`src/vram_pkg.sv`:
```
package vram_pkg;

	// memory geometry
	localparam int VRAM_AW = 13;
	localparam int VRAM_DW = 8;
	localparam int VRAM_WORDS = 1 << VRAM_AW;

	// cpu a[15:13] for the 0x8000-0x9fff window
	localparam logic [2:0] VRAM_WINDOW = 3'b100;

	// floating bus level seen on a refused read
	localparam logic [VRAM_DW-1:0] OPEN_BUS = 8'hff;

	// ma[12:11] of both tile maps
	localparam logic [1:0] MAP_AREA = 2'b11;

	typedef enum logic [1:0] {
		OWN_NONE  = 2'd0,
		OWN_CPU   = 2'd1,
		OWN_DMA   = 2'd2,
		OWN_FETCH = 2'd3
	} owner_e;

	typedef enum logic [1:0] {
		FETCH_MAP     = 2'd0,
		FETCH_DATA_LO = 2'd1,
		FETCH_DATA_HI = 2'd2
	} fetch_kind_e;

endpackage

```
`src/vram_addr_mux.sv`:
```
`timescale 1ns/1ns

module vram_addr_mux (
	input  logic                           clk,
	input  logic                           arst_n,
	input  vram_pkg::owner_e               grant,
	input  logic                           grant_we,
	input  logic [vram_pkg::VRAM_AW-1:0]   cpu_addr,
	input  logic [vram_pkg::VRAM_DW-1:0]   cpu_wdata,
	input  logic [vram_pkg::VRAM_AW-1:0]   dma_addr,
	input  logic [vram_pkg::VRAM_AW-1:0]   fetch_addr,
	output logic [vram_pkg::VRAM_AW-1:0]   ram_addr,
	output logic                           ram_we,
	output logic [vram_pkg::VRAM_DW-1:0]   ram_wdata
);

	logic [vram_pkg::VRAM_AW-1:0] addr_q;
	logic [vram_pkg::VRAM_DW-1:0] wdata_q;

	// granted address, otherwise keep the bus where it was
	always_comb begin
		case (grant)
			vram_pkg::OWN_CPU:   ram_addr = cpu_addr;
			vram_pkg::OWN_DMA:   ram_addr = dma_addr;
			vram_pkg::OWN_FETCH: ram_addr = fetch_addr;
			default:             ram_addr = addr_q;
		endcase
	end

	assign ram_we    = grant_we;
	assign ram_wdata = grant_we ? cpu_wdata : wdata_q; // md only moves on a write

	always_ff @(posedge clk or negedge arst_n) begin
		if (!arst_n) begin
			addr_q  <= '0;
			wdata_q <= '0;
		end else begin
			addr_q  <= ram_addr;
			wdata_q <= ram_wdata;
		end
	end

endmodule

```
`config.mk`:
```
export PLATFORM = sky130hd
export DESIGN_NAME = vram_addr_mux
export DESIGN_NICKNAME = d
export VERILOG_FILES = /design/src/vram_pkg.sv /design/src/vram_addr_mux.sv
export SDC_FILE = /design/constraint.sdc
export NUM_CORES = 1
export LEC_CHECK = 0
export BUFFER_PORTS_ARGS = -buffer_cell sky130_fd_sc_hd__buf_2
export CAP_MARGIN = 20
export CELL_PAD_IN_SITES_DETAIL_PLACEMENT = 1
export CELL_PAD_IN_SITES_GLOBAL_PLACEMENT = 1
export CORE_ASPECT_RATIO = 1.5
export CORE_UTILIZATION = 29
export CTS_BUF_LIST = sky130_fd_sc_hd__clkbuf_8 sky130_fd_sc_hd__clkbuf_16
export CTS_CLUSTER_DIAMETER = 100
export DETAILED_ROUTE_END_ITERATION = 10
export HOLD_SLACK_MARGIN = 0.06
export PLACE_DENSITY = 0.74
export RECOVER_POWER = 25
export SKIP_LAST_GASP = 1
export SLEW_MARGIN = 0
export SYNTH_ARGS = -nofsm -noshare
export SYNTH_HDL_FRONTEND = slang
export SYNTH_SLANG_ARGS = --single-unit
```
`constraint.sdc`:
```
create_clock -name clk -period 1.1 [get_ports clk]
set_input_delay 0.055 -clock clk [delete_from_list [all_inputs] [get_ports clk]]
set_output_delay 0.055 -clock clk [all_outputs]
set_load 0.02 [all_outputs]
```
* After elaboration in Yosys (flattened, before gate mapping)
Index checks and enable logic that the tools add are counted.
** Word-level totals
- Flip-flop bits (word level) :: 21
- Bits of input ports :: 52
- Output and inout bits :: 22
- Word-level logic and storage cells :: 7
** Cells by class
- Equality and inequality tests :: 3
- Multiplexer cells :: 2
** Operator list (number)
- one-hot mux 13 bit (3 select lines) :: 1
- 2-to-1 mux 8 bit :: 1
- == test 2 bit, second input constant :: 2
- == test 2 x 1 -> 1 bit, second input constant :: 1

* Depth between registers and ports, before layout
- Word-level depth :: 2
- Mapped depth :: 2
- Gate-level depth less buffers :: 1

* Least setup slack after synthesis
OpenSTA, ideal clock, no wires.
- Path type :: register -> register
- Start :: register addr_q[10] (netlist name)
- End :: register addr_q[10] (netlist name)
- Setup time :: 0.186 ns
- Data arrival time :: 0.935 ns
- Required time :: 0.914 ns
- Slack :: -0.021 ns
- Stages on the path, launching flop included :: 2
- Path through :: dfrtp_1 -> mux4_1
** Between the ends
- Longest elaborated chain between the ends :: 1
** Ends and longest elaborated chain
- start, declared :: RTL line vram_addr_mux.sv:17 : logic [vram_pkg::VRAM_AW-1:0] addr_q;
- start signal, assigned :: RTL line vram_addr_mux.sv:38 : addr_q <= ram_addr;
- one-hot mux 13 bit (3 select lines) :: RTL line vram_addr_mux.sv:22 : case (grant)
- via ram_addr, one bit :: RTL line vram_addr_mux.sv:12 : output logic [vram_pkg::VRAM_AW-1:0] ram_addr,
The timed path passes the listed nets, and every way through them passes these cells.

* Final worst setup path
- Start :: register addr_q[3] (netlist name)
- End :: output port ram_addr[3] (netlist name)
** Between the ends
- Longest elaborated chain between the ends :: 1
** Ends and longest elaborated chain (RTL line)
- one-hot mux 13 bit (3 select lines) :: vram_addr_mux.sv:22
- end, declared :: vram_addr_mux.sv:12
No other way between the ends.

==> results.toml <==
[clocking]
root_buffer = "clkbuf_8"
clk_latency_ns = 0.25
cts.path.max_buffers = 2
cts_max_level = 1
cts_hold_buf = 1
clock-sinks = 21
cts_tree = "done"
cts_made_buffers = 3
clk_pin_slew_ns = 0.07

[sta]
finalClockSkew_ns = 0
max_freq_mhz = 755
rsz0062_at_grt = "yes"
period_needed_ns = 1.33
finalMaxSlewViolations = 0
hold_viol_final = 0
setup_viol = 16
tightest_slew_ns = 0.637
slew_headroom_pct = 57.5
fin_ws_ns = -0.225
fin_crit_sh_pct = 120

[global_routing]
gr-total-overflow = 0
grt_antenna_before_repair = 0
grt_pass1_wl_um = 4280
grt_max_degree = 22
grt_pass1_vias = 895
track_usage_pct = 16.6

[floorplanning]
die_area_sq_um = 3510
core-area_sq_um = 3130
rows = 25
top_level_ports = 74
start_util_pct = 30.3
fp.dieH_um = 72.0
die_w_um = 48.7

[synth]
yosysSeqAreaShare_pct = 55.4
ys_seq_elements = 21
syn_area_sq_um = 948
synth_warnings = 0
yosysUniqueCellTypes = 7
synth_fp_nets = 98
synth_cells = 46
syn-mean-instance-area_sq_um = 20.6

[worst_setup_path]
slowest_delay_ns = 0.49
timing.critical_path.buf_inv = 1
required_ns = 1.04
critPathLaunchType = "register"
arrival_ns = 1.27
crit_slowest_cell = "mux4_2"
setup.worst_path.class = "reg -> out"
reg2reg_depth = 3
crit_fanout = 2
crit_family = "multiplexers"
worstPathCellList = "mux4_2 -> buf_6"
r2r_start = "addr_q[5]$_DFF_PN0_"
cp-startpoint = "addr_q[3]$_DFF_PN0_"
rrSetupSlack_ns = -0.11
end_kind = "output pin"
worstReg2RegEnd = "addr_q[5]$_DFF_PN0_"

[outcome]
run_status = "complete, but fails checks"
violations = "setup timing"

[placement]
place_inst = 157
gp_congestion = 0.672
io_buffers = 73
dp_hpwl_um = 2000

[job]
cap_viol_max_count = 0

[cells_and_area]
drive_gt1_share_pct = 81.8
area_delta_synth_final_pct = 73.9
final_cells = 172
nets = 185
n_antenna_cell = 0
layout_common_cells = "buf_2 (50), buf_6 (23), dfrtp_1 (21)"
final_common_cell = "buf_2"

[pwr]
p_leak_uw = 0.000819
finalPower_uw = 2080
powerDensity_nw_per_um2 = 1260
ir_drop_mv = 0.514

[detailed_routing]
drt_iter0_drc = 4
post_drt_wl_per_cell_um = 16.1
first_pass_iters = 3
ant_nets = 0
drt-vias-per-instance = 4.78
vias = 822
drt-total-wl_um = 2770
drc = 0

[min_path]
min_from = "cpu_wdata[4]"
holdPathEnd = "wdata_q[4]$_DFF_PN0_"
hp-class = "in -> reg"
hold_path_depth = 2
## final cells by class
type                            instances  area [sq um]
Sequential cell                        21           526
Timing Repair Buffer                   86           616
Clock buffer                            3          41.3
Fill cell                             320          1480
Clock inverter                          1          3.75
Tap cell                               40          50.0
Multi-Input combinational cell         21           413
## through the flow
stage | util, % | hold WS [ns] | TNS [ns] | setup slack [ns] | area, sq um
final | 52.7 | 0.0504 | -2.86 | -0.225 | 1650
after floorplan | - | -0.241 | 0 | 0.0777 | 937
after detailed placement | 43.2 | 0.0315 | 0 | 0.0113 | 1350
after CTS | 50.0 | 0.0445 | -2.86 | -0.237 | 1570
after global placement | 43.2 | 0.0315 | 0 | 0.0389 | 1350
after global routing | 52.7 | 0.0411 | -3.96 | -0.289 | 1650
## kinds of logic (layout without fill, tap and decap cells)
logic type | count (synthesis) | after routing | share of synthesized area [%]
multiplexers | 21 | 21 | 41.6
flip-flops | 21 | 21 | 55.4
buffers and inverters | 4 | 90 | 3.03
## synthesized netlist by cell type
| cell type | number | area (sq um) |
|---|---|---|
| mux2_2 | 8 | 90.1 |
| buf_4 | 1 | 7.51 |
| buf_2 | 2 | 10.0 |
| mux4_1 | 3 | 78.8 |
| mux4_2 | 10 | 225 |
| dfrtp_1 | 21 | 526 |
| buf_6 | 1 | 11.3 |
## report_power, final
part           switching, uW  internal [uW]  leakage (uW)
clock network            231            248     0.0000269
registers               26.1            857      0.000245
logic                    300            421      0.000547
## routing by layer
metal  GRT usage (%)  vias up  wire length [um]
met5               0        -                 0
met3            4.19        5               173
met4            4.90        0                34
li1                -      353                 -
met2            30.9       51              1620
met1            18.5      413               943
## worst max-delay path by stage
stage                           end  slack [ns]  depth (start not counted)
2_1_floorplan  addr_q[10]$_DFF_PN0_        0.08                          1
3_3_place_gp            ram_addr[1]        0.04                          4
3_5_place_dp            ram_addr[2]        0.01                          4
4_1_cts                 ram_addr[3]       -0.24                          2
5_1_grt                 ram_addr[3]       -0.29                          2
6_report                ram_addr[3]       -0.23                          2
## registers in the layout, summed over array words and instances (netlist names)
name,count
addr_q,13
wdata_q,8
## what timing repair did
| item | CTS | global route |
|---|---|---|
| resized for setup | 41 | 11 |
| endpoints found under the hold margin | 25 | 2 |
| endpoints found under the setup margin | 20 | 25 |
| setup buffers | 4 | 8 |
| cloned | 0 | 0 |
Note: power is estimated with default switching activity, not from simulation.
