===== src/vram_pkg.sv =====
package vram_pkg;

	// memory geometry
	localparam int VRAM_AW = 13;
	localparam int VRAM_DW = 8;
	localparam int VRAM_WORDS = 1 << VRAM_AW;

	// cpu a[15:13] for the 0x8000-0x9fff window
	localparam logic [2:0] VRAM_WINDOW = 3'b100;

	// floating bus level seen on a refused read
	localparam logic [VRAM_DW-1:0] OPEN_BUS = 8'hff;

	// ma[12:11] of both tile maps
	localparam logic [1:0] MAP_AREA = 2'b11;

	typedef enum logic [1:0] {
		OWN_NONE  = 2'd0,
		OWN_CPU   = 2'd1,
		OWN_DMA   = 2'd2,
		OWN_FETCH = 2'd3
	} owner_e;

	typedef enum logic [1:0] {
		FETCH_MAP     = 2'd0,
		FETCH_DATA_LO = 2'd1,
		FETCH_DATA_HI = 2'd2
	} fetch_kind_e;

endpackage


===== src/vram_read_return.sv =====
`timescale 1ns/1ns

module vram_read_return (
	input  logic                           clk,
	input  logic                           arst_n,
	input  vram_pkg::owner_e               grant,
	input  logic                           cpu_refused,
	input  logic                           dma_refused,
	input  logic                           fetch_refused,
	input  logic [vram_pkg::VRAM_DW-1:0]   ram_rdata,
	output logic [vram_pkg::VRAM_DW-1:0]   cpu_rdata,
	output logic                           cpu_rvalid,
	output logic [vram_pkg::VRAM_DW-1:0]   dma_rdata,
	output logic                           dma_rvalid,
	output logic [vram_pkg::VRAM_DW-1:0]   fetch_data,
	output logic                           fetch_valid
);

	vram_pkg::owner_e owner_q;
	logic             cpu_ref_q;
	logic             dma_ref_q;
	logic             fetch_ref_q;

	// follows the ram read by one edge
	always_ff @(posedge clk or negedge arst_n) begin
		if (!arst_n) begin
			owner_q     <= vram_pkg::OWN_NONE;
			cpu_ref_q   <= 1'b0;
			dma_ref_q   <= 1'b0;
			fetch_ref_q <= 1'b0;
		end else begin
			owner_q     <= grant;
			cpu_ref_q   <= cpu_refused;
			dma_ref_q   <= dma_refused;
			fetch_ref_q <= fetch_refused;
		end
	end

	assign cpu_rvalid  = (owner_q == vram_pkg::OWN_CPU) || cpu_ref_q;
	assign dma_rvalid  = (owner_q == vram_pkg::OWN_DMA) || dma_ref_q;
	assign fetch_valid = (owner_q == vram_pkg::OWN_FETCH) || fetch_ref_q;

	assign cpu_rdata  = cpu_ref_q ? vram_pkg::OPEN_BUS : ram_rdata; // bus floats high
	assign dma_rdata  = dma_ref_q ? vram_pkg::OPEN_BUS : ram_rdata;
	assign fetch_data = fetch_ref_q ? vram_pkg::OPEN_BUS : ram_rdata;

	// single port, so only one real access can come back
	a_one_granted_return: assert property (
		@(posedge clk) disable iff (!arst_n)
		$onehot0({cpu_rvalid && !cpu_ref_q,
		          dma_rvalid && !dma_ref_q,
		          fetch_valid && !fetch_ref_q})
	);

endmodule


===== config.mk =====
export PLATFORM = sky130hd
export DESIGN_NAME = vram_read_return
export DESIGN_NICKNAME = d
export VERILOG_FILES = /design/src/vram_pkg.sv /design/src/vram_read_return.sv
export SDC_FILE = /design/constraint.sdc
export NUM_CORES = 1
export LEC_CHECK = 0
export BUFFER_PORTS_ARGS = -buffer_cell sky130_fd_sc_hd__buf_4
export CAP_MARGIN = 20
export CORE_AREA = 2 2 39 41
export DETAILED_ROUTE_END_ITERATION = 10
export DIE_AREA = 0 0 41 43
export GPL_TIMING_DRIVEN = 1
export PLACE_DENSITY = 0.62
export SLEW_MARGIN = 40
export SYNTH_ARGS = -nofsm -noshare
export SYNTH_HDL_FRONTEND = slang
export SYNTH_SLANG_ARGS = --single-unit

===== constraint.sdc =====
create_clock -name clk -period 0.8 [get_ports clk]
set_input_delay 0 -clock clk [delete_from_list [all_inputs] [get_ports clk]]
set_output_delay 0 -clock clk [all_outputs]
set_load 0.02 [all_outputs]

# Word-level counts from Yosys, hierarchy flattened
# Cells that the tools add are included.
[word_totals]
output_inout_bits = 27
ff_bits = 5
latch_bits = 0
inputBits = 15
ramBits = 0
rom_bits = 0
memories = 0
[classes]
n_div = 0
n_eq_ne = 3
n_mux = 3
n_mul = 0
bitwise_logic = 0
reduce_logical = 3
n_lt_le_gt_ge = 0
shift = 0
n_addsub = 0
[op_table]
columns = ["operator", "count"]
rows = [
  ["8-bit two-way mux", 3],
  ["2-bit == test, second input constant", 2],
  ["1-bit logical OR", 3],
  ["2-bit by 1-bit == test with 1-bit output, second input constant", 1],
]

# Logic depth before layout (Yosys ltp)
[depth]
depth_word = 2
ltp_mapped = 2

# Worst setup path before layout
# OpenSTA, ideal clock, no wires.
[synth_path]
path_type = "reg2out"
start = "register owner_q[0]"
end = "output dma_rvalid"
t_required_ns = 0.800
path_stages_with_launch = 2
path_slack_ns = 0.072
t_arrival_ns = 0.728
path_buffers = 0
path_cell_list = "dfrtp_1 o21bai_1"
[synth_between]
elab_chain_cells = 2
[synth_lines]
columns = ["element", "line_no", "text"]
rows = [
  ["from (decl)", "vram_read_return.sv:19", "vram_pkg::owner_e owner_q;"],
  ["from (signal assigned)", "vram_read_return.sv:27", "owner_q <= vram_pkg::OWN_NONE;"],
  ["from (signal assigned)", "vram_read_return.sv:32", "owner_q <= grant;"],
  ["2-bit == test", "vram_read_return.sv:40", "assign dma_rvalid = (owner_q == vram_pkg::OWN_DMA) || dma_ref_q;"],
  ["1-bit logical OR", "vram_read_return.sv:40", ""],
  ["to (decl)", "vram_read_return.sv:14", "output logic dma_rvalid,"],
]
# Every way passes these cells.

# Worst setup path after layout
[layout_path]
start = "register cpu_ref_q"
end = "output cpu_rdata[1] (netlist name)"
[layout_between]
elab_chain_cells = 1
[layout_lines]
columns = ["element", "line_no", "text"]
rows = [
  ["from (decl)", "vram_read_return.sv:20", "logic cpu_ref_q;"],
  ["from (signal assigned)", "vram_read_return.sv:33", "cpu_ref_q <= cpu_refused;"],
  ["8-bit two-way mux", "vram_read_return.sv:43", "assign cpu_rdata = cpu_ref_q ? vram_pkg::OPEN_BUS : ram_rdata;"],
  ["to (decl)", "vram_read_return.sv:11", "output logic [vram_pkg::VRAM_DW-1:0] cpu_rdata,"],
]
# Every way passes these cells.

==> results.json <==
{
  "synth_xor_xnor_area_share_pct": 0,
  "dieHeight_microns": 43,
  "final.min_clock_period_ps": 1070,
  "drt-pass1-iter-count": 1,
  "grt_max_degree": 10,
  "syn_nets": 48,
  "sw_frac_of_total_pct": 29.7,
  "yosysSeqAreaShare_pct": 41.3,
  "synth_compound_area_share_pct": 7.85,
  "avgSynthCellArea_sq_um": 9.18,
  "synthFlopType": "dfrtp_1",
  "setup_violations": 27,
  "initial_core_util_pct": 21.9,
  "area_delta_synth_final_pct": 170,
  "routed_wl_microns": 1110,
  "hold_violations": 0,
  "drive_gt1_share_pct": 57.1,
  "synthMostInstantiatedCell": "or2_1",
  "nets": 100,
  "power_density_nw_per_um2": 1190,
  "synth_edf_count": 0,
  "clock_power_share_pct": 29.1,
  "cts_buffers": 3,
  "drt_iter0_markers": 0,
  "criticalPathCategory": "reg -> out",
  "p_sw_mw": 0.289,
  "portBuffers": 41,
  "violations": "setup timing",
  "outcome": "finished with violations",
  "yosys.area.top_type": "or2_1",
  "cap_violations": 0,
  "synth_top_area_share_pct": 49.6,
  "dieArea_sq_um": 1760,
  "clkTransAtPathRegs_ps": 40,
  "end_kind": "primary output",
  "placed_cells": 90,
  "via_count": 402,
  "async_flop_share_pct": 100,
  "coreArea_sq_um": 1380,
  "max_freq_mhz": 936,
  "synth_cell_types": 6,
  "synth_fa_ha_area_share_pct": 0,
  "report.final.slew_viol_count": 0,
  "synthTopCellsByCount": "24 x or2_1, 5 x dfrtp_1",
  "n_fill_cell": 137,
  "synth_mux_area_share_pct": 0,
  "register_area_sq_um": 129,
  "postRouteAntennaNets": 0,
  "comb_power_share_pct": 41.4,
  "grt_pass1_vias": 361,
  "worstPathMaxFanout": 9,
  "rows": 14,
  "peakVddDrop_uv": 961,
  "grt_overflow": 0,
  "synthSimpleGateAreaFrac_pct": 49.6,
  "antenna_found_initial": 0,
  "fin_cells": 100,
  "worstSetupStartpointType": "flip-flop",
  "postLayoutSetupSlackWorst_ps": -268,
  "cts_tree": "built",
  "synthCells": 33,
  "cts.sinks": 5,
  "wl_per_cell_microns": 11.1,
  "grt_pass1_wl_microns": 1540,
  "synth_top_family_by_area": "simple AND/OR/NAND/NOR gates",
  "synth_area_leaders": "or2_1 50%, dfrtp_1 41%, a21o_2 2.9%",
  "gp_congestion": 0.597,
  "cts_buffer_depth": 2,
  "drc": 0,
  "critPathLaunch": "cpu_ref_q$_DFF_PN0_",
  "cts.htree.levels": 1,
  "multi_input_area_sq_um": 174,
  "antennaDiodeCount": 0,
  "cts_root_buffer": "clkbuf_4",
  "intPower_mw": 0.684,
  "synth-seq-cells": 5,
  "post_cts_buffers": 0,
  "cp_data_required_time_ps": 800,
  "tns_ps": -6570,
  "io_pins": 42,
  "rsz0062_at_grt": "yes",
  "slew_headroom_pct": 90.8,
  "synth_area_sq_um": 303,
  "yosysWarnings": 0,
  "seqPwrFrac_pct": 29.5,
  "period_share_pct": 134,
  "worstPathArrival_ps": 1070,
  "p_leak_nw": 0.387,
  "hp-class": "in -> async",
  "groute.usage.overall_pct": 13.5,
  "viasPerCell": 4.02,
  "worstMarginPinSlew_ps": 138,
  "die-width_microns": 41,
  "finalPower_mw": 0.973
}
[per-stage QoR]
stage / util, % / worst slack [ps] / instance area [sq um] / hold slack, ps
global route: 59.1 / -310 / 818 / 142
CTS: 59.1 / -287 / 818 / 90.0
global placement: 45.6 / -67.2 / 631 / -197
detailed placement: 45.6 / -61.0 / 631 / -198
floorplan: - / 72.1 / 303 / -296
finish: 59.1 / -268 / 818 / 135
[power by group through the flow]
stage | Combinational, mW | Sequential [mW] | Clock, mW
detailed placement | 0.323 | 0.290 | 0
finish | 0.403 | 0.287 | 0.284
global route | 0.426 | 0.290 | 0.317
CTS | 0.403 | 0.289 | 0.293
floorplan | 0.150 | 0.282 | 0
global placement | 0.322 | 0.291 | 0
[metal layers]
metal	share of wire, %	vias up	track usage [%]
li1	-	202	-
met1	32	177	11.7
met2	60	23	24.4
met3	7.7	0	4.19
met4	0	0	8.00
met5	0	-	0
[cell families after synthesis]
group	count (synthesis)
buffers and inverters	1
and+or+nand+nor	24
AOI/OAI and AO/OA	3
DFF	5
[timing repair]
action / in CTS / in global routing
hold buffers: 6 / 0
gates resized for setup: 29 / 0
endpoints found under the setup margin: 27 / 27
hold endpoints to repair: 10 / 0
[placed cells by master (no fill, tap or decap)]
cell	synthesis	layout
clkbuf_1	0	1
inv_1	1	1
or2_1	24	24
dfrtp_2	0	3
a21o_2	1	1
buf_6	0	26
o21bai_1	1	1
dlygate4sd3_1	0	6
a21o_1	1	1
dfrtp_1	5	2
clkbuf_4	0	3
buf_4	0	15
[critical path: stages, from the launching register on]
cell and delay, ps:
dfrtp_2 440, or2_1 260, buf_6 130
[registers in the layout, summed over array words and instances (netlist names)]
| register | flops |
|---|---|
| cpu_ref_q | 1 |
| dma_ref_q | 1 |
| fetch_ref_q | 1 |
| owner_q | 2 |
[worst paths after layout]
kind	endpoint	slack, ps	depth (start not counted)
max	cpu_rdata[1]	-270	2
min	fetch_ref_q$_DFF_PN0_	140	2
max in group asynchronous	cpu_ref_q$_DFF_PN0_	550	2
min in group clk	dma_rdata[7]	290	3
[layout make-up]
| class | count | share of cell area (%) |
|---|---|---|
| inverter | 1 | 0.459 |
| tap | 16 | 2.45 |
| timing repair buffer | 47 | 56.9 |
| sequential | 5 | 15.7 |
| multi-input combinational | 27 | 21.3 |
| clock buffer | 4 | 3.21 |
Note: power is estimated with default switching activity, not from simulation.
