<file path="config.mk">
export PLATFORM = sky130hd
export DESIGN_NAME = vram_arbiter
export DESIGN_NICKNAME = d
export VERILOG_FILES = /design/src/vram_pkg.sv /design/src/vram_arbiter.sv
export SDC_FILE = /design/constraint.sdc
export NUM_CORES = 1
export LEC_CHECK = 0
export BUFFER_PORTS_ARGS = -buffer_cell sky130_fd_sc_hd__buf_2
export CAP_MARGIN = 20
export CORE_AREA = 8 8 45 47
export DETAILED_ROUTE_END_ITERATION = 10
export DIE_AREA = 0 0 53 55
export PLACE_DENSITY = 0.3
export SLEW_MARGIN = 20
export SYNTH_ARGS = -nofsm -noshare
export SYNTH_HDL_FRONTEND = slang
export SYNTH_SLANG_ARGS = --single-unit
</file>
<file path="constraint.sdc">
create_clock -name vclk -period 1
set_clock_uncertainty 0.2 [all_clocks]
set_input_delay 0.15 -clock vclk [all_inputs]
set_output_delay 0.15 -clock vclk [all_outputs]
set_load 0.005 [all_outputs]
</file>
<file path="src/vram_pkg.sv">
package vram_pkg;

	// memory geometry
	localparam int VRAM_AW = 13;
	localparam int VRAM_DW = 8;
	localparam int VRAM_WORDS = 1 << VRAM_AW;

	// cpu a[15:13] for the 0x8000-0x9fff window
	localparam logic [2:0] VRAM_WINDOW = 3'b100;

	// floating bus level seen on a refused read
	localparam logic [VRAM_DW-1:0] OPEN_BUS = 8'hff;

	// ma[12:11] of both tile maps
	localparam logic [1:0] MAP_AREA = 2'b11;

	typedef enum logic [1:0] {
		OWN_NONE  = 2'd0,
		OWN_CPU   = 2'd1,
		OWN_DMA   = 2'd2,
		OWN_FETCH = 2'd3
	} owner_e;

	typedef enum logic [1:0] {
		FETCH_MAP     = 2'd0,
		FETCH_DATA_LO = 2'd1,
		FETCH_DATA_HI = 2'd2
	} fetch_kind_e;

endpackage

</file>
<file path="src/vram_arbiter.sv">
`timescale 1ns/1ns

module vram_arbiter (
	input  logic             clk,
	input  logic             arst_n,
	input  logic             draw_mode,
	input  logic             cpu_req,
	input  logic             cpu_we,
	input  logic [2:0]       cpu_addr_hi,
	input  logic             dma_req,
	input  logic [2:0]       dma_addr_hi,
	input  logic             fetch_req,
	output vram_pkg::owner_e grant,
	output logic             grant_we,
	output logic             cpu_refused,
	output logic             dma_refused,
	output logic             fetch_refused
);

	logic cpu_hit;
	logic dma_hit;

	assign cpu_hit = cpu_req && (cpu_addr_hi == vram_pkg::VRAM_WINDOW);
	assign dma_hit = dma_req && (dma_addr_hi == vram_pkg::VRAM_WINDOW); // source page in vram

	always_comb begin
		grant         = vram_pkg::OWN_NONE;
		cpu_refused   = 1'b0;
		dma_refused   = 1'b0;
		fetch_refused = 1'b0;

		if (draw_mode) begin
			if (fetch_req) begin
				grant = vram_pkg::OWN_FETCH;
			end
			cpu_refused = cpu_hit; // locked out even in idle fetch slots
			dma_refused = dma_hit;
		end else begin
			fetch_refused = fetch_req; // fetcher only runs in pixel transfer
			if (dma_hit) begin
				grant       = vram_pkg::OWN_DMA;
				cpu_refused = cpu_hit;
			end else if (cpu_hit) begin
				grant = vram_pkg::OWN_CPU;
			end
		end
	end

	assign grant_we = (grant == vram_pkg::OWN_CPU) && cpu_we;

	// a requester is either served or refused, never both
	a_grant_or_refuse: assert property (
		@(posedge clk) disable iff (!arst_n)
		!(cpu_refused && (grant == vram_pkg::OWN_CPU)) &&
		!(dma_refused && (grant == vram_pkg::OWN_DMA)) &&
		!(fetch_refused && (grant == vram_pkg::OWN_FETCH))
	);

	a_we_only_cpu: assert property (
		@(posedge clk) disable iff (!arst_n)
		grant_we |-> (grant == vram_pkg::OWN_CPU)
	);

	// ppu owns the bus for the whole draw mode
	a_draw_fetch_only: assert property (
		@(posedge clk) disable iff (!arst_n)
		draw_mode |-> (grant inside {vram_pkg::OWN_NONE, vram_pkg::OWN_FETCH})
	);

endmodule

</file>
== Word-level counts from Yosys, hierarchy flattened ==
Cells that the tools add are included.

* Add/subtract/negate cells: 0
* $mul: 0
* Divide/modulo/power cells: 0
* Magnitude comparators: 0
* Eq/ne operators: 3
* Shift operators: 0
* Mux-type cells: 8
* Bitwise operators: 0
* Reductions and logical operators: 3

{| class="wikitable"
|+ Operators by type and width
! kind !! count
|-
| $eq A3 B3 Y1 const B || 2
|-
| $mux W2 || 3
|-
| $mux W1 || 5
|-
| $logic_and A1 B1 Y1 || 3
|-
| $eq A2 B1 Y1 const B || 1
|}

* Bits in registers: 0
* Bits in latches: 0
* RAM bits: 0
* Bits in read-only memories: 0
* Input port bits: 13
* Output and inout port bits: 6
* Word-level logic and storage cells: 14
* Memories: 0

== Depth between registers and ports, before layout ==
* Depth after elaboration: 7
* Gate-level depth with buffers: 2
* Depth with buffers taken out: 2

== Worst setup path before layout ==
No wires, ideal clock.

* Path kind: input-to-output
* From: input cpu_addr_hi[0]
* To: output grant[0]
* Arrival time: 640 ps
* Required time: 650 ps
* Path slack: 10 ps
* Stages on the path: 2
* Path buffers: 0
* Cells stage by stage: nand4bb_4 -> o31ai_1

* Word-level cells in the longest chain between the ends: 5

{| class="wikitable"
|+ RTL lines
! what !! RTL line !! source
|-
| start: declaration || vram_arbiter.sv:9 || <nowiki>input logic [2:0] cpu_addr_hi,</nowiki>
|-
| $eq A3 B3 Y1 || vram_arbiter.sv:23 || <nowiki>assign cpu_hit = cpu_req && (cpu_addr_hi == vram_pkg::VRAM_WINDOW);</nowiki>
|-
| $logic_and A1 B1 Y1 || vram_arbiter.sv:23 ||
|-
| $mux W1 || vram_arbiter.sv:43 || <nowiki>end else if (cpu_hit) begin</nowiki>
|-
| $mux W2 || vram_arbiter.sv:40 || <nowiki>if (dma_hit) begin</nowiki>
|-
| $mux W2 || vram_arbiter.sv:32 || <nowiki>if (draw_mode) begin</nowiki>
|-
| end: declaration || vram_arbiter.sv:13 || <nowiki>output vram_pkg::owner_e grant,</nowiki>
|}

Every way passes these cells.

== Worst setup path after layout ==
* From: input cpu_addr_hi[0]
* To: output grant_we

* Word-level cells in the longest chain between the ends: 7

{| class="wikitable"
|+ RTL lines
! what !! RTL line !! source
|-
| $eq A3 B3 Y1 || vram_arbiter.sv:23 ||
|-
| $logic_and A1 B1 Y1 || vram_arbiter.sv:23 ||
|-
| $mux W1 || vram_arbiter.sv:43 ||
|-
| $mux W2 || vram_arbiter.sv:40 ||
|-
| $mux W2 || vram_arbiter.sv:32 ||
|-
| $eq A2 B1 Y1 || vram_arbiter.sv:49 || <nowiki>assign grant_we = (grant == vram_pkg::OWN_CPU) && cpu_we;</nowiki>
|-
| $logic_and A1 B1 Y1 || vram_arbiter.sv:49 ||
|-
| end: declaration || vram_arbiter.sv:14 || <nowiki>output logic grant_we,</nowiki>
|}

Every way passes these cells.

==> key figures <==
Critical path
  • Crit Path Category: in -> out
  • Crit path max fanout: 3
  • Crit. Startpoint: cpu_addr_hi[0]
  • Critical Path AT: 840 ps
  • Startpoint type of the worst setup path: input port
  • CP required: 650 ps
  • Worst Setup EP: grant_we
  • Worst Setup End Kind: output pin

STA
  • Period utilization: 119%
  • Final hold violations: 0
  • Max-slew headroom: 87.6%
  • Final setup fails: 5
  • Worst-Margin Slew: 185 ps
  • Crit path time final: 1190 ps
  • Fin worst setup slack: -190 ps
  • Setup TNS Final: -602 ps
  • RSZ-0062 raised after global routing: true
  • Max Slew Vio Count: 0
  • Peak Freq: 0.841 GHz

Synthesis
  • Post-synthesis simple-gate area fraction: 72.8%
  • Seq/Total Area, Yosys: 0%
  • Fraction of synthesized cell area in xor and xnor cells: 0%
  • Adder-cell share of the synthesized area: 0%
  • Post-Syn Instances: 11
  • Dominant cell type by area after synthesis: nand4bb_4
  • Ys Warns: 0
  • Cell variety after synth: 11
  • Ranking of synthesized cells by area: nand4bb_4 24%, and4bb_4 14%, mux2_4 13%, nor4b_2 13%, nand4bb_1 9.8%
  • Largest family of logic cells by synthesized area: simple AND/OR/NAND/NOR gates
  • Mapped cell area: 115 um^2
  • Compound-Gate Fraction of Synth Area: 10.9%
  • Syn Area/Cell: 10.5 um^2
  • Syn nets: 24
  • Multiplexer share of the synthesized area: 13.0%
  • Synth top area share: 23.9%

Power and ir drop
  • Power per cell area: 316 nW/um^2
  • Pint: 0.0593 mW
  • Leakage: 0.133 nW
  • Peak supply drop: 67.7 uV
  • Seq pwr share: 0%
  • Switching Fraction: 31.8%
  • Combinational share of power: 100.0%
  • Sw power: 0.0276 mW
  • Clock power share: 0%

Detailed routing
  • Avg WL per Cell: 12.5 um
  • DR pass1 iterations: 4
  • Post-route DRC: 0
  • Post-route antenna net violation count: 0
  • Final WL: 577 um
  • DRT iter0 DRCs: 1
  • Total number of vias: 165
  • Vias per cell: 3.59

Global routing
  • Number of global-route vias before repair: 175
  • Global-route wire length before repair: 910 um
  • GRT overflow: 0
  • Largest net degree at the start of global routing: 6
  • Total global routing track utilization: 4.09%
  • Initial antenna violation count: 0

Die
  • Die Height: 55 um
  • Area of the die: 2920 um^2
  • Initial core utilization: 8.32%
  • Site row count: 14
  • Num ports: 19
  • Width of the chip: 53 um
  • Core footprint: 1380 um^2

Clocking
  • Postcts setup bufs: 0

Cells and area
  • Register area: 0 um^2
  • Nets: 45
  • Share of layout cells above drive strength 1: 80.0%
  • P&R area growth vs syn: 139%
  • FF+latch count: 0
  • Antenna diodes: 0
  • Clkbuf count: 0
  • Post-Route Utilization: 19.9%

Placement
  • DP HPWL: 553 um
  • RePlAce Congestion: 0.702
  • Port Buffers: 17

Outcome
  • Status: finished with violations
  • Failing checks: negative setup slack

Job
  • Max-Cap Viols: 0

Worst hold path
  • Type of the most critical hold path: in -> out
-- cell usage after synthesis --
master and n:
a21oi_1 1, and4bb_4 1, inv_2 1, mux2_4 1, nand2_1 1, nand4bb_1 1
nand4bb_4 1, nor2_1 1, nor2b_1 1, nor4b_2 1, o31ai_1 1
-- area by class of cell --
type                       instances  area, um^2
tap                               16        20.0
multi-input combinational         10         111
fill                             161        1110
inverter                           1        3.75
timing repair buffer              19         140
-- per-stage QoR --
| step | power (mW) | area, um^2 | hold WS (ps) | instances | worst slack (ps) |
|---|---|---|---|---|---|
| global route | 0.0958 | 275 | 401 | 46 | -228 |
| global placement | 0.0717 | 235 | 419 | 46 | -229 |
| CTS | 0.0888 | 275 | 387 | 46 | -200 |
| detailed placement | 0.0721 | 235 | 424 | 46 | -218 |
| floorplan | 0.0258 | 115 | 124 | 11 | 9.68 |
| finish | 0.0869 | 275 | 380 | 46 | -190 |
-- worst min path at each step --
stage / start / endpoint / slack (ps) / cells past startpoint
after CTS: draw_mode / grant_we / 390 / 3
after detailed placement: draw_mode / fetch_refused / 420 / 3
after global routing: draw_mode / grant_we / 400 / 3
after floorplan: draw_mode / grant_we / 120 / 1
after global placement: draw_mode / fetch_refused / 420 / 3
final: draw_mode / fetch_refused / 380 / 3
-- layer usage --
layer	global-route usage, %	part of all wire, %
met5	0	0
met4	0	0
met3	3.48	28
met2	3.91	26
met1	6.34	46
-- worst max-delay path, cell delays in order --
cell,delay [ps]
buf_6,90
nand4bb_4,230
nor4b_2,220
buf_2,150
-- power by group through the flow --
stage / Clock [mW] / Combinational (mW) / Sequential, mW
after floorplan: 0 / 0.0258 / 0
after global placement: 0 / 0.0717 / 0
after detailed placement: 0 / 0.0721 / 0
after CTS: 0 / 0.0888 / 0
after global routing: 0 / 0.0958 / 0
final: 0 / 0.0869 / 0
-- repair_timing --
action,CTS,global route
endpoints found under the setup margin,5,6
pin swaps,2,2
resized for setup,7,0
hold endpoints to repair,0,0
hold buffers,0,0
-- kinds of logic (layout without fill, tap and decap cells) --
family / after synthesis / count (layout)
buffers and inverters: 1 / 20
AND/OR/NAND/NOR: 7 / 7
AO/OA/AOI/OAI: 2 / 2
multiplexers: 1 / 1
-- cells in the final DEF, fill, tap and decap left out, drive strengths merged --
| cell type | n |
|---|---|
| a21oi | 1 |
| and4bb | 1 |
| buf | 19 |
| inv | 1 |
| mux2 | 1 |
| nand2 | 1 |
| nand4bb | 2 |
| nor2 | 1 |
| nor2b | 1 |
| nor4b | 1 |
| o31ai | 1 |
Note: power is estimated with default switching activity, not from simulation.
