### src/vram_pkg.sv
package vram_pkg;

	// memory geometry
	localparam int VRAM_AW = 13;
	localparam int VRAM_DW = 8;
	localparam int VRAM_WORDS = 1 << VRAM_AW;

	// cpu a[15:13] for the 0x8000-0x9fff window
	localparam logic [2:0] VRAM_WINDOW = 3'b100;

	// floating bus level seen on a refused read
	localparam logic [VRAM_DW-1:0] OPEN_BUS = 8'hff;

	// ma[12:11] of both tile maps
	localparam logic [1:0] MAP_AREA = 2'b11;

	typedef enum logic [1:0] {
		OWN_NONE  = 2'd0,
		OWN_CPU   = 2'd1,
		OWN_DMA   = 2'd2,
		OWN_FETCH = 2'd3
	} owner_e;

	typedef enum logic [1:0] {
		FETCH_MAP     = 2'd0,
		FETCH_DATA_LO = 2'd1,
		FETCH_DATA_HI = 2'd2
	} fetch_kind_e;

endpackage

### src/tile_fetch_addr.sv
`timescale 1ns/1ns

module tile_fetch_addr (
	input  vram_pkg::fetch_kind_e          fetch_kind,
	input  logic                           map_sel,
	input  logic                           tile_sel,
	input  logic [4:0]                     tile_row,
	input  logic [4:0]                     tile_col,
	input  logic [7:0]                     tile_index,
	input  logic [2:0]                     fine_y,
	output logic [vram_pkg::VRAM_AW-1:0]   fetch_addr
);

	logic [vram_pkg::VRAM_AW-1:0] map_addr;
	logic [vram_pkg::VRAM_AW-1:0] data_addr;
	logic                         data_hi;
	logic                         plane;

	// 0x9800 or 0x9c00 map, 32x32 entries
	assign map_addr = {vram_pkg::MAP_AREA, map_sel, tile_row, tile_col};

	// bit 12 low selects the 0x8000 block
	// unsigned mode always lands there, signed mode only for index >= 0x80
	assign data_hi = ~(tile_sel | tile_index[7]);

	always_comb begin
		case (fetch_kind)
			vram_pkg::FETCH_DATA_HI: plane = 1'b1;
			default:                 plane = 1'b0; // low bitplane
		endcase
	end

	// 16 bytes per tile, two per row
	assign data_addr = {data_hi, tile_index, fine_y, plane};

	always_comb begin
		case (fetch_kind)
			vram_pkg::FETCH_MAP: begin
				fetch_addr = map_addr;
			end
			default: begin
				fetch_addr = data_addr;
			end
		endcase
	end

endmodule

### config.mk
export PLATFORM = sky130hd
export DESIGN_NAME = tile_fetch_addr
export DESIGN_NICKNAME = d
export VERILOG_FILES = /design/src/vram_pkg.sv /design/src/tile_fetch_addr.sv
export SDC_FILE = /design/constraint.sdc
export NUM_CORES = 1
export LEC_CHECK = 0
export ABC_AREA = 1
export CORE_AREA = 2 2 39 41
export DETAILED_ROUTE_END_ITERATION = 8
export DIE_AREA = 0 0 41 43
export DONT_BUFFER_PORTS = 1
export MAX_ROUTING_LAYER = met4
export PLACE_DENSITY = 0.36
export SYNTH_ARGS = -nofsm -noshare
export SYNTH_HDL_FRONTEND = slang
export SYNTH_SLANG_ARGS = --single-unit
### constraint.sdc
create_clock -name vclk -period 0.8
set_input_delay 0.04 -clock vclk [all_inputs]
set_output_delay 0.04 -clock vclk [all_outputs]
set_load 0.01 [all_outputs]
* Yosys cells after proc, flatten, opt, wreduce, memory -nomap -nowiden
Index checks and enable logic that the tools add are counted.
Word-level totals: flip-flop bits (word level) 0, bits in latches 0, bits in writable memories 0, ROM bits 0, input bits 25, output and inout bits 13, logic and storage cells 6, memories 0
Operators by class: add/sub/neg operators 0, multipliers 0, divide/modulo/power cells 0, magnitude comparators 0, equal/unequal tests 1, shifts and indexed selects 0, mux-type cells 2, bitwise gates (word level) 2, reduce and logical (&&, ||, !) cells 1
Operator list (count):
- 13-bit 2-to-1 mux | 1
- 2-bit == test (second input constant) | 1
- 2-bit zero test | 1
- 1-bit 2-to-1 mux | 1
- 1-bit NOT | 1
- 1-bit bitwise OR | 1

* Longest topological paths before layout
Gate-level depths: netlist (run 1).
word-level depth 3, mapped depth 4, gate-level depth less buffers 3

* Worst setup path after synthesis (run 1)
Ideal clock, no wire load.
kind input to output, start input port fetch_kind[0], end output port fetch_addr[10] (netlist bit), arrival time 0.448 ns, data required time 0.760 ns, path slack 0.312 ns, cell stages on the path 4, buffers on the path 1, cells stage by stage nor2_2 buf_4 nand2_1 nand2_1
On the way: longest elaborated chain between the ends 2
RTL lines:
- start, declared | RTL line tile_fetch_addr.sv:4 | input vram_pkg::fetch_kind_e fetch_kind,
- 2-bit zero test | RTL line tile_fetch_addr.sv:37 | case (fetch_kind)
- 13-bit 2-to-1 mux | RTL line tile_fetch_addr.sv:37
- end, declared | RTL line tile_fetch_addr.sv:11 | output logic [vram_pkg::VRAM_AW-1:0] fetch_addr
Every way passes these cells.

* Worst setup path after layout (run 1)
start input port fetch_kind[0], end output port fetch_addr[12] (netlist bit)
Same word-level chain as after synthesis.

==> results.cfg, run 1 <==
[status]
status = finished, final reports clean

[finish]
design_area_um2 = 189
nClkBuffers = 0
syn2layout_area_growth_pct = 10.2
n_antenna_cell = 0
fin_nets = 65
stdcell_count = 54
ff_latch_area_um2 = 0
drive_above_1_share_pct = 10.5
numSequentialCells = 0
fillers = 170

[placed_design]
dp_hpwl_um = 507
io_buffers = 0
dpl_cell_area_um2 = 189
dp_cells = 54
gp_congestion = 0.612

[critical_path]
worstSetupStartpointType = input pin
crit_type = in -> out
critical_path_arrival_ns = 0.53
endpoint_kind = output port
worstPathMaxFanout = 12
crit_start = fetch_kind[0]
required_ns = 0.76

[worst_hold_path]
hold_path_end = fetch_addr[0]
holdCritPathClass = in -> out
hold_start = fetch_kind[0]
hold_depth = 1

[timing]
maxSlewHeadroom_pct = 76.3
setup-violations-final = 0
tightest_slew_ns = 0.352
fin_crit_ns = 0.569
fmaxAchievable_mhz = 1760
finalHoldViolations = 0
setup-tns-final_ns = 0
drv_slew = 0
rsz0062_at_grt = false
fin_crit_sh_pct = 71.1

[detailed_routing]
routed_wirelength_um = 620
vias = 251
vias_per_cell = 4.65
drt_iter0_drc = 0
firstDrtPassIters = 1
wire_per_inst_um = 11.5
drc = 0
ant_nets = 0

[yosys]
synth_area_leaders = nand2_1, o21ai_0, o21ai_1, buf_4, nor2_1
yosys_warnings = 0
synthCells = 39
synthDistinctLibCells = 10
synth_top_area_share_pct = 43.8
yosysTopAreaCell = nand2_1
syn_area_um2 = 171
synth-seq-area-share_pct = 0
synth_fp_nets = 64
avgSynthCellArea_um2 = 4.40

[floorplan]
rows = 14
die_area_um2 = 1760
ioPinCount = 38
die_w_um = 41
die_h_um = 43
initial_core_util_pct = 12.4
coreArea_um2 = 1380

[job]
cap_violations = 0

[global_routing]
antenna_found_initial = 0
grt_max_degree = 13
grt_pass1_wl_um = 869
grt_pass1_vias = 220
track_usage_pct = 6.86
grt-ovfl-total = 0

[clocking]
post-cts-setup-buffer-count = 0
cts_hold_buf = 0
post_cts_resize_count = 0

[power_and_ir_drop]
ir_drop_uv = 77.2
power.density_nw_per_um2 = 512
p_leak_nw = 0.0895
per-stage QoR:
stage,setup WS [ns],hold WS [ns],utilization (%),power (mW)
floorplan,0.312,0.187,-,0.0970
global placement,0.230,0.132,13.7,0.0972
detailed placement,0.207,0.133,13.7,0.0990
CTS,0.204,0.133,13.7,0.0993
global route,0.146,0.135,13.7,0.112
finish,0.231,0.133,13.7,0.0968
per-layer routing:
| metal | wire (µm) | track usage, % | vias to the layer above | part of all wire [%] |
|---|---|---|---|---|
| met1 | 217 | 6.96 | 102 | 35 |
| met3 | 102 | 0 | 0 | 16 |
| met2 | 300 | 14.1 | 26 | 48 |
| li1 | - | - | 123 | - |
| met5 | 0 | - | - | 0 |
| met4 | 0 | 0 | 0 | 0 |
worst max-delay path by stage:
stage	slack, ns	depth (start not counted)	to
2_1_floorplan	0.31	4	fetch_addr[10]
3_5_place_dp	0.21	4	fetch_addr[7]
5_1_grt	0.15	4	fetch_addr[7]
3_3_place_gp	0.23	4	fetch_addr[12]
4_1_cts	0.20	4	fetch_addr[7]
6_report	0.23	4	fetch_addr[12]
placed cells by master (no fill, tap or decap), drive strengths merged:
cell | synthesis | final
o21ai | 11 | 11
nor2 | 3 | 3
or2 | 1 | 1
inv | 1 | 1
nand2 | 20 | 20
buf | 2 | 2
critical path, stage by stage:
cell and delay, ns:
nor2_2 0.16, buf_4 0.16, inv_1 0.03, o21ai_0 0.14
area by class of cell:
class                           instances  area [µm²]  share of cell area, %
Tap cell                               16        20.0                   10.6
Multi-Input combinational cell         35         150                   79.5
Timing Repair Buffer                    2        15.0                   7.95
Inverter                                1        3.75                   1.99
power by group:
part	switching [mW]	internal, mW	leakage [nW]
Combinational	0.0651	0.0318	0.0895
Clock	0	0	0
Sequential	0	0	0
Total	0.0651	0.0318	0.0895
cell usage after synthesis:
cell type	instances
buf_2	1
buf_4	1
clkbuf_2	1
inv_1	1
nand2_1	20
nor2_1	2
nor2_2	1
o21ai_0	7
o21ai_1	4
or2_2	1
kinds of logic after synthesis:
| logic type | synth area share (%) |
|---|---|
| buffers and inverters | 12.4 |
| AO/OA/AOI/OAI | 32.1 |
| AND/OR/NAND/NOR | 55.5 |
Power figures use the tool's default switching activity.
==> run 2: changes to the inputs <==
--- a/config.mk
+++ b/config.mk
@@ -5,13 +5,13 @@
 export SDC_FILE = /design/constraint.sdc
 export NUM_CORES = 1
 export LEC_CHECK = 0
-export ABC_AREA = 1
+export ABC_AREA = 0
 export CORE_AREA = 2 2 39 41
 export DETAILED_ROUTE_END_ITERATION = 8
 export DIE_AREA = 0 0 41 43
 export DONT_BUFFER_PORTS = 1
 export MAX_ROUTING_LAYER = met4
-export PLACE_DENSITY = 0.36
+export PLACE_DENSITY = 0.37
 export SYNTH_ARGS = -nofsm -noshare
 export SYNTH_HDL_FRONTEND = slang
 export SYNTH_SLANG_ARGS = --single-unit
==> run 2 against run 1 <==
Synthesized cell count shrank 59%; critical endpoint is now fetch_addr[10]; first-iteration DRC count grew 1; power grew 33%; worst setup slack lost 0.14 ns; area after synthesis grew 7.3%.
==> results.cfg, run 2 <==
[worst_hold_path]
hold_depth = 1
hold_path_end = fetch_addr[0]
holdCritPathClass = in -> out
hold_start = fetch_kind[0]

[yosys]
synthDistinctLibCells = 7
synth_common_cells = mux2_4, nor2_1
avgSynthCellArea_um2 = 11.5
synth_most_common_cell = mux2_4
yosys_warnings = 0
synthCells = 16
synth-seq-area-share_pct = 0
synth_fp_nets = 41
synth_area_leaders = mux2_4, buf_6, mux2_2, nor2_1, nor2_2
synth_top_area_share_pct = 73.5
syn_area_um2 = 184
yosysTopAreaCell = mux2_4

[finish]
drive_above_1_share_pct = 82.4
syn2layout_area_growth_pct = 12.9
final_cell_mix = mux2_4, nor2_1, buf_4
numSequentialCells = 0
layout_commonest_cell = mux2_4
fin_util_pct = 15.0
ff_latch_area_um2 = 0
nClkBuffers = 0
n_antenna_cell = 0
fin_nets = 44
stdcell_count = 33
design_area_um2 = 208

[floorplan]
ioPinCount = 38
initial_core_util_pct = 13.3
die_area_um2 = 1760
coreArea_um2 = 1380
die_w_um = 41
die_h_um = 43
rows = 14

[global_routing]
antenna_found_initial = 0
use_met1_pct = 3.16
grt-ovfl-total = 0
grt_pass1_vias = 140
grt_util_met2_pct = 9.69
track_usage_pct = 4.20
met3_usage_pct = 0
top_usage_layer = met2
grt_pass1_wl_um = 524
grt_max_degree = 9

[placed_design]
gp_congestion = 0.521
dpl_cell_area_um2 = 208
dp_hpwl_um = 468
dp_cells = 33
io_buffers = 0
preCtsSetupSlack_ns = 0.0762

[critical_path]
path_cells = nor2_2 > buf_4 > mux2_4
worstSetupStartpointType = input pin
crit_start = fetch_kind[0]
worstPathMaxFanout = 8
slowest_stage = mux2_4
endpoint_kind = output port
required_ns = 0.76
crit_type = in -> out
path_delay_family = multiplexers
critical_path_arrival_ns = 0.67
worst_path_largest_cell_delay_ns = 0.33
crit_buf_inv = 1

[power_and_ir_drop]
p_leak_nw = 0.0914
p_total_mw = 0.128
power.density_nw_per_um2 = 618
ir_drop_uv = 125

[timing]
finalHoldViolations = 0
tightest_slew_ns = 0.282
fin_crit_ns = 0.711
setup-tns-final_ns = 0
fmaxAchievable_mhz = 1410
setup-violations-final = 0
hold-worst-slack_ns = 0.132
maxSlewHeadroom_pct = 81.5
fin_ws_ns = 0.0887
rsz0062_at_grt = false
fin_crit_sh_pct = 88.9
drv_slew = 0

[job]
cap_violations = 0

[detailed_routing]
vias = 154
wire_per_inst_um = 14.5
firstDrtPassIters = 3
drt_iter0_drc = 1
routed_wirelength_um = 477
ant_nets = 0
drc = 0
vias_per_cell = 4.67

[clocking]
post-cts-setup-buffer-count = 0
post_cts_resize_count = 0
cts_hold_buf = 0

[status]
status = finished, final reports clean
## run 2: cell count changes in the layout (fill, tap and decap cells not counted), sizes merged
cell   change
inv        -1
mux2      +10
o21ai     -11
nand2     -20
o22ai      +1
## run 2: per-layer routing
layer	routed length (µm)	share of wire [%]
met5	0	0
met4	0	0
met3	133	28
met2	229	48
met1	115	24
## run 2: kinds of logic after synthesis
| family | synth area share, % |
|---|---|
| buffers and inverters | 6.12 |
| AO/OA/AOI/OAI | 3.40 |
| multiplexers | 79.6 |
| AND/OR/NAND/NOR | 10.9 |
## run 2: worst max path at each step
stage | to | slack, ns | cells past startpoint
detailed placement | fetch_addr[10] | 0.08 | 3
finish | fetch_addr[10] | 0.09 | 3
floorplan | fetch_addr[10] | 0.11 | 3
CTS | fetch_addr[10] | 0.08 | 3
global placement | fetch_addr[10] | 0.09 | 3
global route | fetch_addr[5] | 0.05 | 3
## run 2: power breakdown
part / switching [mW] / internal, mW
logic: 0.0571 / 0.0713
registers: 0 / 0
clock network: 0 / 0
## run 2: layout make-up
cell class	count	area, µm²
well taps	16	20.0
repair buffers	2	15.0
multi-input cells	15	173
fillers	149	1180
